$ cat src/rtl/isa_pkg.sv
/*
  Instruction set of the tiny 16-bit core
  Field layout, opcode encoding and register index type
*/
package isa_pkg;

  localparam int INST_WIDTH    = 16;
  localparam int OPCODE_WIDTH  = 4;
  localparam int REG_IDX_WIDTH = 3;
  localparam int IMM_WIDTH     = 8;
  localparam int NUM_REGS      = 8;

  // Low bit of each field with the immediate at bit 0
  localparam int OPCODE_LSB = 12;
  localparam int RD_LSB     = 9;
  localparam int RS1_LSB    = 6;
  localparam int RS2_LSB    = 3;

  typedef logic [INST_WIDTH-1:0]    inst_t;
  typedef logic [REG_IDX_WIDTH-1:0] reg_idx_t;

  typedef enum logic [OPCODE_WIDTH-1:0] {
    OP_NOP = 4'h0,
    OP_ADD = 4'h1,
    OP_SUB = 4'h2,
    OP_AND = 4'h3,
    OP_XOR = 4'h4,
    OP_LI  = 4'h5,
    OP_MUL = 4'h6
  } opcode_e;

endpackage

$ cat src/rtl/pipe_pkg.sv
/*
  Pipeline definitions shared by the core stages
  Data word, decoded micro-op and multiplier latency
*/
package pipe_pkg;

  localparam int DATA_WIDTH = 16;

  // One multiplier bit is consumed per cycle
  localparam int MUL_CYCLES = 16;

  typedef logic [DATA_WIDTH-1:0] data_t;

  typedef struct packed {
    logic                            valid;
    isa_pkg::opcode_e                op;
    isa_pkg::reg_idx_t               rd;
    isa_pkg::reg_idx_t               rs1;
    isa_pkg::reg_idx_t               rs2;
    logic [isa_pkg::IMM_WIDTH-1:0]   imm;
  } uop_t;

endpackage

$ cat src/rtl/issue_if.sv
/*
  Issue to execute hand-off
  Operation and operands go forward, the busy flag comes back
*/
`timescale 1ns/1ps

interface issue_if;
  import isa_pkg::*;
  import pipe_pkg::*;

  logic     valid;
  opcode_e  op;
  reg_idx_t rd;
  data_t    a;
  data_t    b;
  logic     busy;

  modport issue_mp (output valid, op, rd, a, b, input busy);
  modport exec_mp  (input valid, op, rd, a, b, output busy);

endinterface

$ cat src/rtl/inst_decode.sv
/*
  Instruction decode with a one-entry skid buffer
  Holds the next micro-op while issue stalls and raises inst_full
*/
`timescale 1ns/1ps

module inst_decode (
  input  logic            clock,
  input  logic            reset,
  input  isa_pkg::inst_t  inst,
  input  logic            inst_valid,
  input  logic            stall,
  output logic            inst_full,
  output pipe_pkg::uop_t  uop
);
  import isa_pkg::*;
  import pipe_pkg::*;

  logic    accept;
  opcode_e op;
  uop_t    decoded;
  uop_t    uop_q;
  logic    uop_valid_q;
  uop_t    skid_q;

  assign accept = inst_valid & ~inst_full;

  // Unknown opcodes behave as NOP
  always_comb begin
    case (inst[OPCODE_LSB +: OPCODE_WIDTH])
      OP_ADD, OP_SUB, OP_AND, OP_XOR, OP_LI, OP_MUL:
        op = opcode_e'(inst[OPCODE_LSB +: OPCODE_WIDTH]);
      default:
        op = OP_NOP;
    endcase
  end

  always_comb begin
    decoded.valid = accept & (op != OP_NOP);
    decoded.op    = op;
    decoded.rd    = inst[RD_LSB +: REG_IDX_WIDTH];
    decoded.rs1   = inst[RS1_LSB +: REG_IDX_WIDTH];
    decoded.rs2   = inst[RS2_LSB +: REG_IDX_WIDTH];
    decoded.imm   = inst[IMM_WIDTH-1:0];
  end

  // Store when issue is stalled, replay the skid entry first once it frees up
  always_ff @(posedge clock) begin
    if (reset) begin
      uop_valid_q <= 1'b0;
      inst_full   <= 1'b0;
    end else if (stall) begin
      if (decoded.valid) begin
        inst_full <= 1'b1;
      end
    end else if (inst_full) begin
      uop_valid_q <= 1'b1;
      inst_full   <= 1'b0;
    end else begin
      uop_valid_q <= decoded.valid;
    end
  end

  always_ff @(posedge clock) begin
    if (stall) begin
      if (decoded.valid) begin
        skid_q <= decoded;
      end
    end else if (inst_full) begin
      uop_q <= skid_q;
    end else begin
      uop_q <= decoded;
    end
  end

  always_comb begin
    uop       = uop_q;
    uop.valid = uop_valid_q;
  end

endmodule

$ cat src/rtl/scoreboard.sv
/*
  Register busy scoreboard
  Bit is set when a writer issues and cleared at its writeback
*/
`timescale 1ns/1ps

module scoreboard (
  input  logic                           clock,
  input  logic                           reset,
  input  logic                           set_valid,
  input  isa_pkg::reg_idx_t              set_rd,
  input  logic                           clear_valid,
  input  isa_pkg::reg_idx_t              clear_rd,
  output logic [isa_pkg::NUM_REGS-1:0]   busy
);
  import isa_pkg::*;

  always_ff @(posedge clock) begin
    if (reset) begin
      busy <= '0;
    end else begin
      if (clear_valid) begin
        busy[clear_rd] <= 1'b0;
      end
      // Set comes last so it wins on the same register
      if (set_valid) begin
        busy[set_rd] <= 1'b1;
      end
    end
  end

endmodule

$ cat src/rtl/issue_stage.sv
/*
  Issue stage with register file and hazard check
  Issues the decode output when its registers and execute are free
*/
`timescale 1ns/1ps

module issue_stage (
  input  logic               clock,
  input  logic               reset,
  input  pipe_pkg::uop_t     uop,
  output logic               stall,
  input  logic               wb_valid,
  input  isa_pkg::reg_idx_t  wb_rd,
  input  pipe_pkg::data_t    wb_data,
  issue_if.issue_mp          issue
);
  import isa_pkg::*;
  import pipe_pkg::*;

  data_t               regs [NUM_REGS];
  logic [NUM_REGS-1:0] busy;
  logic                src_ready;
  logic                ready;

  scoreboard u_scoreboard (
    .clock       (clock      ),
    .reset       (reset      ),
    .set_valid   (issue.valid),
    .set_rd      (uop.rd     ),
    .clear_valid (wb_valid   ),
    .clear_rd    (wb_rd      ),
    .busy        (busy       )
  );

  always_ff @(posedge clock) begin
    if (reset) begin
      for (int i = 0; i < NUM_REGS; i++) begin
        regs[i] <= '0;
      end
    end else if (wb_valid) begin
      regs[wb_rd] <= wb_data;
    end
  end

  // LI has no source registers
  assign src_ready = (uop.op == OP_LI) | (~busy[uop.rs1] & ~busy[uop.rs2]);
  assign ready     = src_ready & ~busy[uop.rd] & ~issue.busy;

  assign stall       = uop.valid & ~ready;
  assign issue.valid = uop.valid & ready;
  assign issue.op    = uop.op;
  assign issue.rd    = uop.rd;
  assign issue.a     = regs[uop.rs1];
  assign issue.b     = (uop.op == OP_LI) ? DATA_WIDTH'(uop.imm) : regs[uop.rs2];

endmodule

$ cat src/rtl/mul_unit.sv
/*
  Iterative shift-add multiplier
  One multiplier bit per cycle, keeps the low 16 bits of the product
*/
`timescale 1ns/1ps

module mul_unit (
  input  logic             clock,
  input  logic             reset,
  input  logic             start,
  input  pipe_pkg::data_t  a,
  input  pipe_pkg::data_t  b,
  output logic             done,
  output pipe_pkg::data_t  product
);
  import pipe_pkg::*;

  localparam int CNT_WIDTH = $clog2(MUL_CYCLES);

  logic                 running;
  logic [CNT_WIDTH-1:0] count;
  data_t                acc;
  data_t                mcand;
  data_t                mplier;

  always_ff @(posedge clock) begin
    if (reset) begin
      running <= 1'b0;
      count   <= '0;
      done    <= 1'b0;
    end else begin
      done <= 1'b0;
      if (start) begin
        running <= 1'b1;
        count   <= '0;
      end else if (running) begin
        count <= count + 1'b1;
        if (count == CNT_WIDTH'(MUL_CYCLES - 1)) begin
          running <= 1'b0;
          done    <= 1'b1;
        end
      end
    end
  end

  always_ff @(posedge clock) begin
    if (start) begin
      acc    <= '0;
      mcand  <= a;
      mplier <= b;
    end else if (running) begin
      if (mplier[0]) begin
        acc <= acc + mcand;
      end
      mcand  <= mcand << 1;
      mplier <= mplier >> 1;
    end
  end

  assign product = acc;

endmodule

$ cat src/rtl/exec_unit.sv
/*
  Execute stage with single-cycle ALU and multiplier hand-off
  Owns the writeback register and the busy flag back to issue
*/
`timescale 1ns/1ps

module exec_unit (
  input  logic               clock,
  input  logic               reset,
  issue_if.exec_mp           issue,
  output logic               wb_valid,
  output isa_pkg::reg_idx_t  wb_rd,
  output pipe_pkg::data_t    wb_data
);
  import isa_pkg::*;
  import pipe_pkg::*;

  logic     mul_start;
  logic     mul_busy;
  logic     mul_done;
  reg_idx_t mul_rd;
  data_t    mul_product;
  data_t    alu_result;

  mul_unit u_mul (
    .clock   (clock      ),
    .reset   (reset      ),
    .start   (mul_start  ),
    .a       (issue.a    ),
    .b       (issue.b    ),
    .done    (mul_done   ),
    .product (mul_product)
  );

  assign mul_start  = issue.valid & (issue.op == OP_MUL);
  assign issue.busy = mul_busy;

  always_comb begin
    case (issue.op)
      OP_ADD:  alu_result = issue.a + issue.b;
      OP_SUB:  alu_result = issue.a - issue.b;
      OP_AND:  alu_result = issue.a & issue.b;
      OP_XOR:  alu_result = issue.a ^ issue.b;
      OP_LI:   alu_result = issue.b;
      default: alu_result = '0;
    endcase
  end

  // Busy holds through the done cycle so an ALU result never collides
  always_ff @(posedge clock) begin
    if (reset) begin
      wb_valid <= 1'b0;
      mul_busy <= 1'b0;
    end else begin
      wb_valid <= mul_done | (issue.valid & ~mul_start);
      if (mul_start) begin
        mul_busy <= 1'b1;
      end else if (mul_done) begin
        mul_busy <= 1'b0;
      end
    end
  end

  always_ff @(posedge clock) begin
    if (mul_start) begin
      mul_rd <= issue.rd;
    end
    if (mul_done) begin
      wb_rd   <= mul_rd;
      wb_data <= mul_product;
    end else if (issue.valid) begin
      wb_rd   <= issue.rd;
      wb_data <= alu_result;
    end
  end

endmodule

$ cat src/rtl/core_top.sv
/*
  Core top level
  Decode, issue and execute stages; writeback doubles as retire
*/
`timescale 1ns/1ps

module core_top (
  input  logic               clock,
  input  logic               reset,
  input  isa_pkg::inst_t     inst,
  input  logic               inst_valid,
  output logic               inst_full,
  output logic               retire_valid,
  output isa_pkg::reg_idx_t  retire_rd,
  output pipe_pkg::data_t    retire_data
);
  import isa_pkg::*;
  import pipe_pkg::*;

  uop_t     uop;
  logic     stall;
  logic     wb_valid;
  reg_idx_t wb_rd;
  data_t    wb_data;

  issue_if issue_bus ();

  inst_decode u_decode (
    .clock      (clock     ),
    .reset      (reset     ),
    .inst       (inst      ),
    .inst_valid (inst_valid),
    .stall      (stall     ),
    .inst_full  (inst_full ),
    .uop        (uop       )
  );

  issue_stage u_issue (
    .clock    (clock    ),
    .reset    (reset    ),
    .uop      (uop      ),
    .stall    (stall    ),
    .wb_valid (wb_valid ),
    .wb_rd    (wb_rd    ),
    .wb_data  (wb_data  ),
    .issue    (issue_bus)
  );

  exec_unit u_exec (
    .clock    (clock    ),
    .reset    (reset    ),
    .issue    (issue_bus),
    .wb_valid (wb_valid ),
    .wb_rd    (wb_rd    ),
    .wb_data  (wb_data  )
  );

  assign retire_valid = wb_valid;
  assign retire_rd    = wb_rd;
  assign retire_data  = wb_data;

endmodule

$ cat config.mk
export PLATFORM = sky130hd
export DESIGN_NAME = core_top
export DESIGN_NICKNAME = d
export VERILOG_FILES = /design/src/rtl/isa_pkg.sv /design/src/rtl/pipe_pkg.sv /design/src/rtl/issue_if.sv /design/src/rtl/inst_decode.sv /design/src/rtl/scoreboard.sv /design/src/rtl/issue_stage.sv /design/src/rtl/mul_unit.sv /design/src/rtl/exec_unit.sv /design/src/rtl/core_top.sv
export SDC_FILE = /design/constraint.sdc
export NUM_CORES = 1
export LEC_CHECK = 0
export BUFFER_PORTS_ARGS = -buffer_cell sky130_fd_sc_hd__buf_2
export CORE_ASPECT_RATIO = 1.1
export CORE_MARGIN = 4
export CORE_UTILIZATION = 59
export DETAILED_ROUTE_END_ITERATION = 16
export MAX_ROUTING_LAYER = met4
export PLACE_DENSITY = 0.76
export SETUP_SLACK_MARGIN = 0.2
export SYNTH_ARGS = -nofsm -noshare
export SYNTH_HDL_FRONTEND = slang
export SYNTH_SLANG_ARGS = --single-unit
$ cat constraint.sdc
create_clock -name clock -period 5.5 [get_ports clock]
set_clock_uncertainty 0.05 [all_clocks]
set_input_delay 0.55 -clock clock [delete_from_list [all_inputs] [get_ports clock]]
set_output_delay 0.55 -clock clock [all_outputs]
set_load 0.05 [all_outputs]
# Yosys cells after proc, flatten, opt, wreduce, memory -nomap -nowiden
# Memories as Yosys holds them, arrays and structs flattened. A register that Yosys moved wholly into a read port is not among the register bits.
# Index checks and enable logic that the tools add are counted.
# totals
reg_bits,130
ramBits,128
input_bits,19
n_memories,1
# memory_table
name,words,word_bits,rd,rd_clocked_by_memory_dff,wr,line,rtl
u_issue.regs,8,16,2,2,8,issue_stage.sv:20,data_t regs [NUM_REGS];
# op_classes
n_addsub,4
order_cmp,6
eq_ne,13
n_mux,42
n_bitwise,25
reduce_logical,13
# op_table
operator,count
$mux W16,8
$pmux W16 S5,1
$add A16 B16 Y16,2
$eq A4 B3 Y1 const B,6
$mux W8,3
$mux W21,1
$mux W1,18
$and A16 B16 Y16,1
$eq A4 B2 Y1 const B,4
$lt A3 B4 Y1 const B,4
$reduce_or A16 Y1,1
$sub A16 B16 Y16,1
$xor A16 B16 Y16,1
$mux W3,5
$and A1 B1 Y1,9
$bmux W1 S3,3
$not A1 Y1,9
$and A8 B8 Y8,1
$eq A4 B1 Y1 const B,2
$not A8 Y8,1
$or A8 B8 Y8,1
$demux W1 S3,2
$ge A3 B1 Y1 const B,2
$reduce_bool A2 Y1,3
10 further kinds,14

# Longest topological paths before layout
# Gate-level depths: netlist of run 1.
# depth
depth_word,12
mapped_depth,20
ltp_nobuf,17

# Modules after synthesis
# Synthesis of run 1 repeated with hierarchy kept, for this count alone.
# unflattened
cells_unflattened,1095
area_unflattened_um2,14336.2
# modules_own_cells
module,n_inst,cells_each,area_per_inst_um2
issue_stage,1,449,7120.6
mul_unit,1,255,2874.0
exec_unit,1,277,2592.5
inst_decode,1,75,1347.5
scoreboard,1,39,401.6

# Least setup slack after synthesis of run 1
# Ideal clock, no wire load.
# synth_path
path_type,register to register
startpoint,register (tool-made name)
endpoint,register u_exec.wb_data[14] (data pin)
setup_ps,287
arrival_time_ps,3907
required_time_ps,5163
setup_slack_ps,1255
path_stages_with_launch,18
path_cell_list,dfxtp_1 buf_2 clkbuf_1 mux4_2 nand2b_1 a31oi_2 nand4b_1 or3_1 nor3_1 nor2_1 xnor2_1 ha_1 and2_1 a22o_1 a311o_1 a31oi_1 xor2_1 o221ai_1
# synth_lines
item,line,rtl
end signal: assignment,exec_unit.sv:70,wb_data <= mul_product;
end signal: assignment,exec_unit.sv:73,wb_data <= alu_result;
end: declaration,exec_unit.sv:13,output pipe_pkg::data_t wb_data

==> impl_results.md, run 1 <==
- First-pass DRT Iterations: 6
- Number of global-route vias before repair: 9356
- ANT nets after route: 0
- Maximum clock insertion buffer count: 3
- Tcrit/Tclk final: 88.1%
- Leakage dissipation: 5.91 nW
- Fraction of registers with async set/reset: 0%
- PD cells: 318 mW/mm2
- Wire per inst: 23.0 um
- DRC viols: 0
- CP required: 5690 ps
- Initial Utilization: 60.4%
- Post-Layout Cell Count: 1484
- Tot Pwr: 4.89 mW
- Placer Congestion: 0.925
- CP max FO: 18
- WS Path Type: register to register
- Clock transition at path regs: 60 ps
- Syn Area/Cell: 12.3 um2
- Yosys top cell by area: edfxtp_1
- Share of layout cells above drive strength 1: 19.1%
- Sequential fraction of the synthesis area: 51.9%
- HPWL Detailed: 22900 um
- Area Overhead vs Synth: 10.3%
- First-pass GRT wire length: 53200 um
- Detailed Route Iter0 Violations: 1169
- Net Count, Synth: 1202
- Setup_tns: 0 ps
- CTS sink cnt: 254
- Num CTS Buffers: 26
- Outcome: complete, no violations
- Post-CTS sizing: 0
- Crit path time final: 4850 ps
- DR vias: 9528
- Relative slew slack: 10.3%
- Post-synth top area share: 46.1%
- Setup WS pre-CTS: 677 ps
- Row count: 58
- Core area: 0.0231 mm2
- Largest net degree at the start of global routing: 46
- HP Class: input pin to register
- Most frequent cell after synthesis: edfxtp_1
- Tot GR Track Use: 26.9%
- Area contributors post-synth: edfxtp_1, mux4_2, and2_1
- Worst EP arrival: 5040 ps
- Final Max Slew Viols: 0
- Drt total wl: 34100 um
- Total gr overflow: 0
- Vias per inst: 6.42
- DIE HEIGHT: 169 um
- Number of H-tree levels: 1
- Clock latency on the worst-skew pair: 550 ps
- EDFF count, synth: 214
- Die area: 0.0261 mm2
- CTS root buf: clkbuf_16
- Hold Fails Final Rpt: 0
- Post-synth top cells: edfxtp_1, and2_1, nand2_1, mux4_2, ha_1
- RSZ-0062 raised after global routing: no
- FF+latch count, synth: 254
- Post-synth top flop: edfxtp_1
- Peak VDD IR: 0.000280 V
- Worst setup SP type: register
- Setup crit end kind: register
- Slew at the pin with the worst max-slew slack: 1330 ps
- Post-CTS Setup Inserts: 0
- Fin nets: 1233
- Synth Instances: 1133
- CTS tree: built
- Filler instances: 1717
- Number of antenna cells inserted: 0
- Buffers on Ports: 39
- Number of max-cap violations: 0
- Fmax: 206 MHz
- Warnings from Yosys: 0
- Initial antenna violation count: 0
- Mapped cell area: 0.0139 mm2
- Hold buffer count at cts: 0
- Core Util, Final: 66.6%
- Setup violators final: 0
- IO Pins: 40
- Count of cell types in the netlist: 64
- Die X: 155 um
- # placed instances: 1436
- Final WS setup: 653 ps
==> layer usage <==
metal | part of all wire (%) | vias up | GRT usage [%]
met1 | 41 | 4720 | 37.2
li1 | - | 4297 | -
met2 | 48 | 451 | 42.7
met5 | 0 | - | -
met4 | 2.0 | 0 | 6.07
met3 | 9.3 | 60 | 4.57
==> layout by cell type, fill, tap and decap left out, types with 6 or more instances in the layout <==
| cell type | Yosys | routed |
|---|---|---|
| inv_1 | 28 | 28 |
| clkbuf_16 | 0 | 27 |
| a31oi_1 | 7 | 7 |
| clkinv_2 | 0 | 6 |
| a22o_1 | 14 | 14 |
| a21oi_1 | 41 | 41 |
| nor2b_1 | 10 | 10 |
| nand2b_1 | 17 | 17 |
| mux4_2 | 62 | 62 |
| xor2_1 | 18 | 18 |
| o21ai_0 | 37 | 37 |
| bufinv_16 | 0 | 6 |
| nand3_1 | 8 | 8 |
| a22oi_1 | 7 | 7 |
| buf_4 | 0 | 20 |
| a21o_1 | 6 | 6 |
| xnor2_1 | 22 | 22 |
| mux2i_1 | 22 | 22 |
| mux2_2 | 38 | 38 |
| nor3_1 | 23 | 22 |
| or3_1 | 8 | 8 |
| nand2_1 | 138 | 138 |
| nor2_1 | 42 | 42 |
| dfxtp_1 | 40 | 38 |
| buf_2 | 11 | 39 |
| ha_1 | 48 | 48 |
| and2_1 | 140 | 140 |
| a222oi_1 | 7 | 7 |
| edfxtp_1 | 214 | 214 |
==> final timing paths <==
| check | startpoint | endpoint | slack [ps] | depth (start not counted) |
|---|---|---|---|---|
| worst max-delay path | register | u_exec.wb_data[14] | 650 | 16 |
| worst min-delay path | inst[5] | u_decode.skid_q[5] | 150 | 1 |
| worst max register to register | register | u_exec.wb_data[14] | 650 | 16 |
| worst min register to register | u_exec.u_mul.count[3] | u_exec.u_mul.done | 420 | 2 |
==> report_power, final <==
group / internal [mW] / leakage, nW / total [mW] / switching (mW)
Clock: 1.19 / 0.463 / 1.96 / 0.767
Sequential: 2.15 / 2.46 / 2.23 / 0.0754
Combinational: 0.310 / 2.99 / 0.706 / 0.395
Total: 3.66 / 5.91 / 4.89 / 1.24
==> metrics by stage <==
step / instance area, um2 / hold slack (ps)
6_report: 15400 / 151
5_1_grt: 15400 / 145
4_1_cts: 15400 / 137
3_5_place_dp: 14400 / 407
3_3_place_gp: 14400 / 410
2_1_floorplan: 13900 / 374
==> area by class of cell <==
| class | count | area [um2] | share of cell area [%] |
|---|---|---|---|
| Sequential cell | 254 | 7230 | 47.0 |
| Multi-Input combinational cell | 794 | 6360 | 41.4 |
| Clock buffer | 31 | 701 | 4.56 |
| Tap cell | 300 | 375 | 2.44 |
| Timing Repair Buffer | 59 | 345 | 2.25 |
| Clock inverter | 17 | 243 | 1.58 |
| Inverter | 29 | 109 | 0.708 |
==> cells by family (layout without fill, tap and decap cells) <==
kind of cell,Yosys count,in the layout,share of synthesized area [%]
simple gates,404,404,14.8
xor+xnor,40,40,2.52
compound gates,177,177,8.96
other cells,1,1,0.0269
mux,122,122,14.7
buf+inv,85,136,2.58
fa+ha+maj,50,50,4.60
flops,254,254,51.9
==> registers in the layout (all words and copies together) (netlist names), 3 cells and up, named ones only <==
register	flops
u_exec.wb_rd	3
u_exec.u_mul.mcand	16
u_exec.u_mul.mplier	16
u_issue.regs	128
u_exec.mul_rd	3
u_exec.wb_data	16
u_issue.u_scoreboard.busy	8
u_decode.skid_q	16
u_decode.uop	16
u_exec.u_mul.count	4
u_exec.u_mul.product	16
==> critical path, stage by stage, from the launching register on <==
cell and delay (ps):
dfxtp_2 700, buf_4 410, mux2i_1 220, a21oi_1 90, a32o_1 350, nand4b_1 280
or3_1 380, nor3_1 270, nor2_1 90, xnor2_1 130, ha_1 330, and2_1 200
a22o_1 210, a311o_1 320, a31oi_1 210, xor2_1 170, o221ai_1 120
No activity file was read; power rests on OpenSTA's default activity.
==> run 2, diff against run 1 <==
--- a/config.mk
+++ b/config.mk
@@ -6,13 +6,16 @@
 export NUM_CORES = 1
 export LEC_CHECK = 0
 export BUFFER_PORTS_ARGS = -buffer_cell sky130_fd_sc_hd__buf_2
+export CELL_PAD_IN_SITES_DETAIL_PLACEMENT = 1
+export CELL_PAD_IN_SITES_GLOBAL_PLACEMENT = 1
 export CORE_ASPECT_RATIO = 1.1
 export CORE_MARGIN = 4
-export CORE_UTILIZATION = 59
+export CORE_UTILIZATION = 52
 export DETAILED_ROUTE_END_ITERATION = 16
 export MAX_ROUTING_LAYER = met4
-export PLACE_DENSITY = 0.76
+export PLACE_DENSITY_LB_ADDON = 0.1
 export SETUP_SLACK_MARGIN = 0.2
+export SLEW_MARGIN = 5
 export SYNTH_ARGS = -nofsm -noshare
 export SYNTH_HDL_FRONTEND = slang
 export SYNTH_SLANG_ARGS = --single-unit
==> run 2 against run 1 <==
  * Fmax decreased by 1.5%
  * Die area grew 13%
  * Flip-flop and latch count did not move
  * Clock-buffer cell count increased by 6
  * Worst hold slack worse by 16 ps
  * Critical path type unchanged
  * Largest cell class unchanged
  * Largest power group unchanged
==> impl_results.md, run 2 (synthesized netlist as in run 1, its figures left out) <==
- Number of global-route vias before repair: 9947
- Clock latency on the worst-skew pair: 550 ps
- Crit path time final: 4920 ps
- WS Path Type: register to register
- Buffers on Ports: 39
- Wire per inst: 24.8 um
- Num CTS Buffers: 27
- Most frequent cells in the layout: edfxtp_1, and2_1, nand2_1, mux4_2, ha_1
- Leakage dissipation: 5.92 nW
- Vias per inst: 6.17
- Setup violators final: 0
- First-pass DRT Iterations: 5
- Core Util, Final: 58.9%
- Relative slew slack: 17.6%
- Setup crit end kind: register
- Row count: 62
- CP Capture Point: u_exec.wb_data[14]
- Tcrit/Tclk final: 89.4%
- ANT nets after route: 0
- Number of antenna cells inserted: 0
- Setup_tns: 0 ps
- Post-CTS Setup Inserts: 0
- HP Class: input pin to register
- Initial antenna violation count: 1
- Slew at the pin with the worst max-slew slack: 1230 ps
- Hold_ws: 136 ps
- DR vias: 9486
- Detailed Route Iter0 Violations: 745
- Hold buffer count at cts: 0
- CP max FO: 21
- Tot Pwr: 4.92 mW
- M2 GR Usage: 42.5%
- Largest net degree at the start of global routing: 45
- DIE HEIGHT: 180 um
- Final Max Slew Viols: 0
- Crit Reg-Reg Startpoint: u_decode.uop[18]
- Hold Fails Final Rpt: 0
- Design area: 0.0154 mm2
- Total gr overflow: 0
- Hold_sp: inst[11]
- Post-DP Area: 0.0145 mm2
- Drt total wl: 38200 um
- Outcome: complete, no violations
- GRT Max-Usage Layer: met2
- Peak VDD IR: 0.000257 V
- Number of H-tree levels: 1
- Number of max-cap violations: 0
- PD cells: 318 mW/mm2
- HPWL Detailed: 26600 um
- Worst EP arrival: 5140 ps
- M3 GR Usage: 2.98%
- Tot GR Track Use: 27.1%
- Die area: 0.0295 mm2
- IO Pins: 40
- Fmax: 203 MHz
- Share of layout cells above drive strength 1: 19.0%
- Post-CTS sizing: 0
- Die X: 164 um
- CP required: 5720 ps
- Critical path origin: u_decode.uop[18]
- Initial Utilization: 53.1%
- Clock transition at path regs: 70 ps
- CTS tree: built
- Reg-to-reg endpoint: u_exec.wb_data[14]
- Number of flip-flops in the largest register: 128
- DRC viols: 0
- FF-to-FF path depth: 15
- Core area: 0.0262 mm2
- First-pass GRT wire length: 59800 um
- Worst setup SP type: register
- Largest Register: u_issue.regs
- CTS sink cnt: 254
- R2R setup slack: 580 ps
- Maximum clock insertion buffer count: 3
- Area Overhead vs Synth: 10.9%
- CTS root buf: clkbuf_16
- RSZ-0062 raised after global routing: no
- Grt met1 use: 38.8%
- Commonest non-fill, non-tap cell in the layout: edfxtp_1
- Placer Congestion: 0.918
- Fin nets: 1234
run 2: changes by cell type in the layout (fill, tap and decap cells not counted), sizes merged:
cell      change
bufinv        -1
clkbuf        +6
clkinv        -4
clkinvlp      -1
inv           +2
run 2: worst max-delay path: stages, from the launching register on:
cell and delay (ps):
edfxtp_1 500, and4bb_1 910, a21oi_1 80, a32o_1 360, nand4b_1 270, or3_1 380
nor3_1 280, nor2_1 90, xnor2_1 140, ha_1 330, and2_1 210, a22o_1 210
a311o_1 320, a31oi_1 200, xor2_1 160, o221ai_1 140
run 2: worst min-delay path by stage:
stage,endpoint,slack [ps],depth (start not counted)
finish,u_decode.skid_q[16],140,1
global route,u_decode.skid_q[16],120,1
CTS,u_decode.skid_q[16],120,1
detailed placement,u_exec.u_mul.done,410,2
global placement,u_exec.u_mul.product[9],410,2
floorplan,u_exec.mul_rd[0],370,0
run 2: cell type report:
class | count | area (um2)
Sequential cell | 254 | 7230
Tap cell | 352 | 440
Inverter | 29 | 109
Fill cell | 2677 | 10800
Timing Repair Buffer | 59 | 358
Multi-Input combinational cell | 794 | 6360
Clock buffer | 37 | 743
Clock inverter | 13 | 201
run 2: per-layer routing:
layer | share of wire [%] | wire [um]
met2 | 48 | 18400
met5 | 0 | 0
met3 | 4.4 | 1700
met4 | 1.7 | 666
met1 | 46 | 17400
run 2: metrics by stage:
stage	worst slack, ps	instances
floorplan	1260	1133
global placement	754	1488
detailed placement	608	1488
CTS	571	1538
global route	281	1538
finish	581	1538
run 2: where the power goes:
part | leakage (nW) | switching (mW) | total, mW | internal (mW)
logic | 2.99 | 0.405 | 0.719 | 0.314
clock network | 0.464 | 0.777 | 1.96 | 1.18
registers | 2.46 | 0.0844 | 2.24 | 2.15
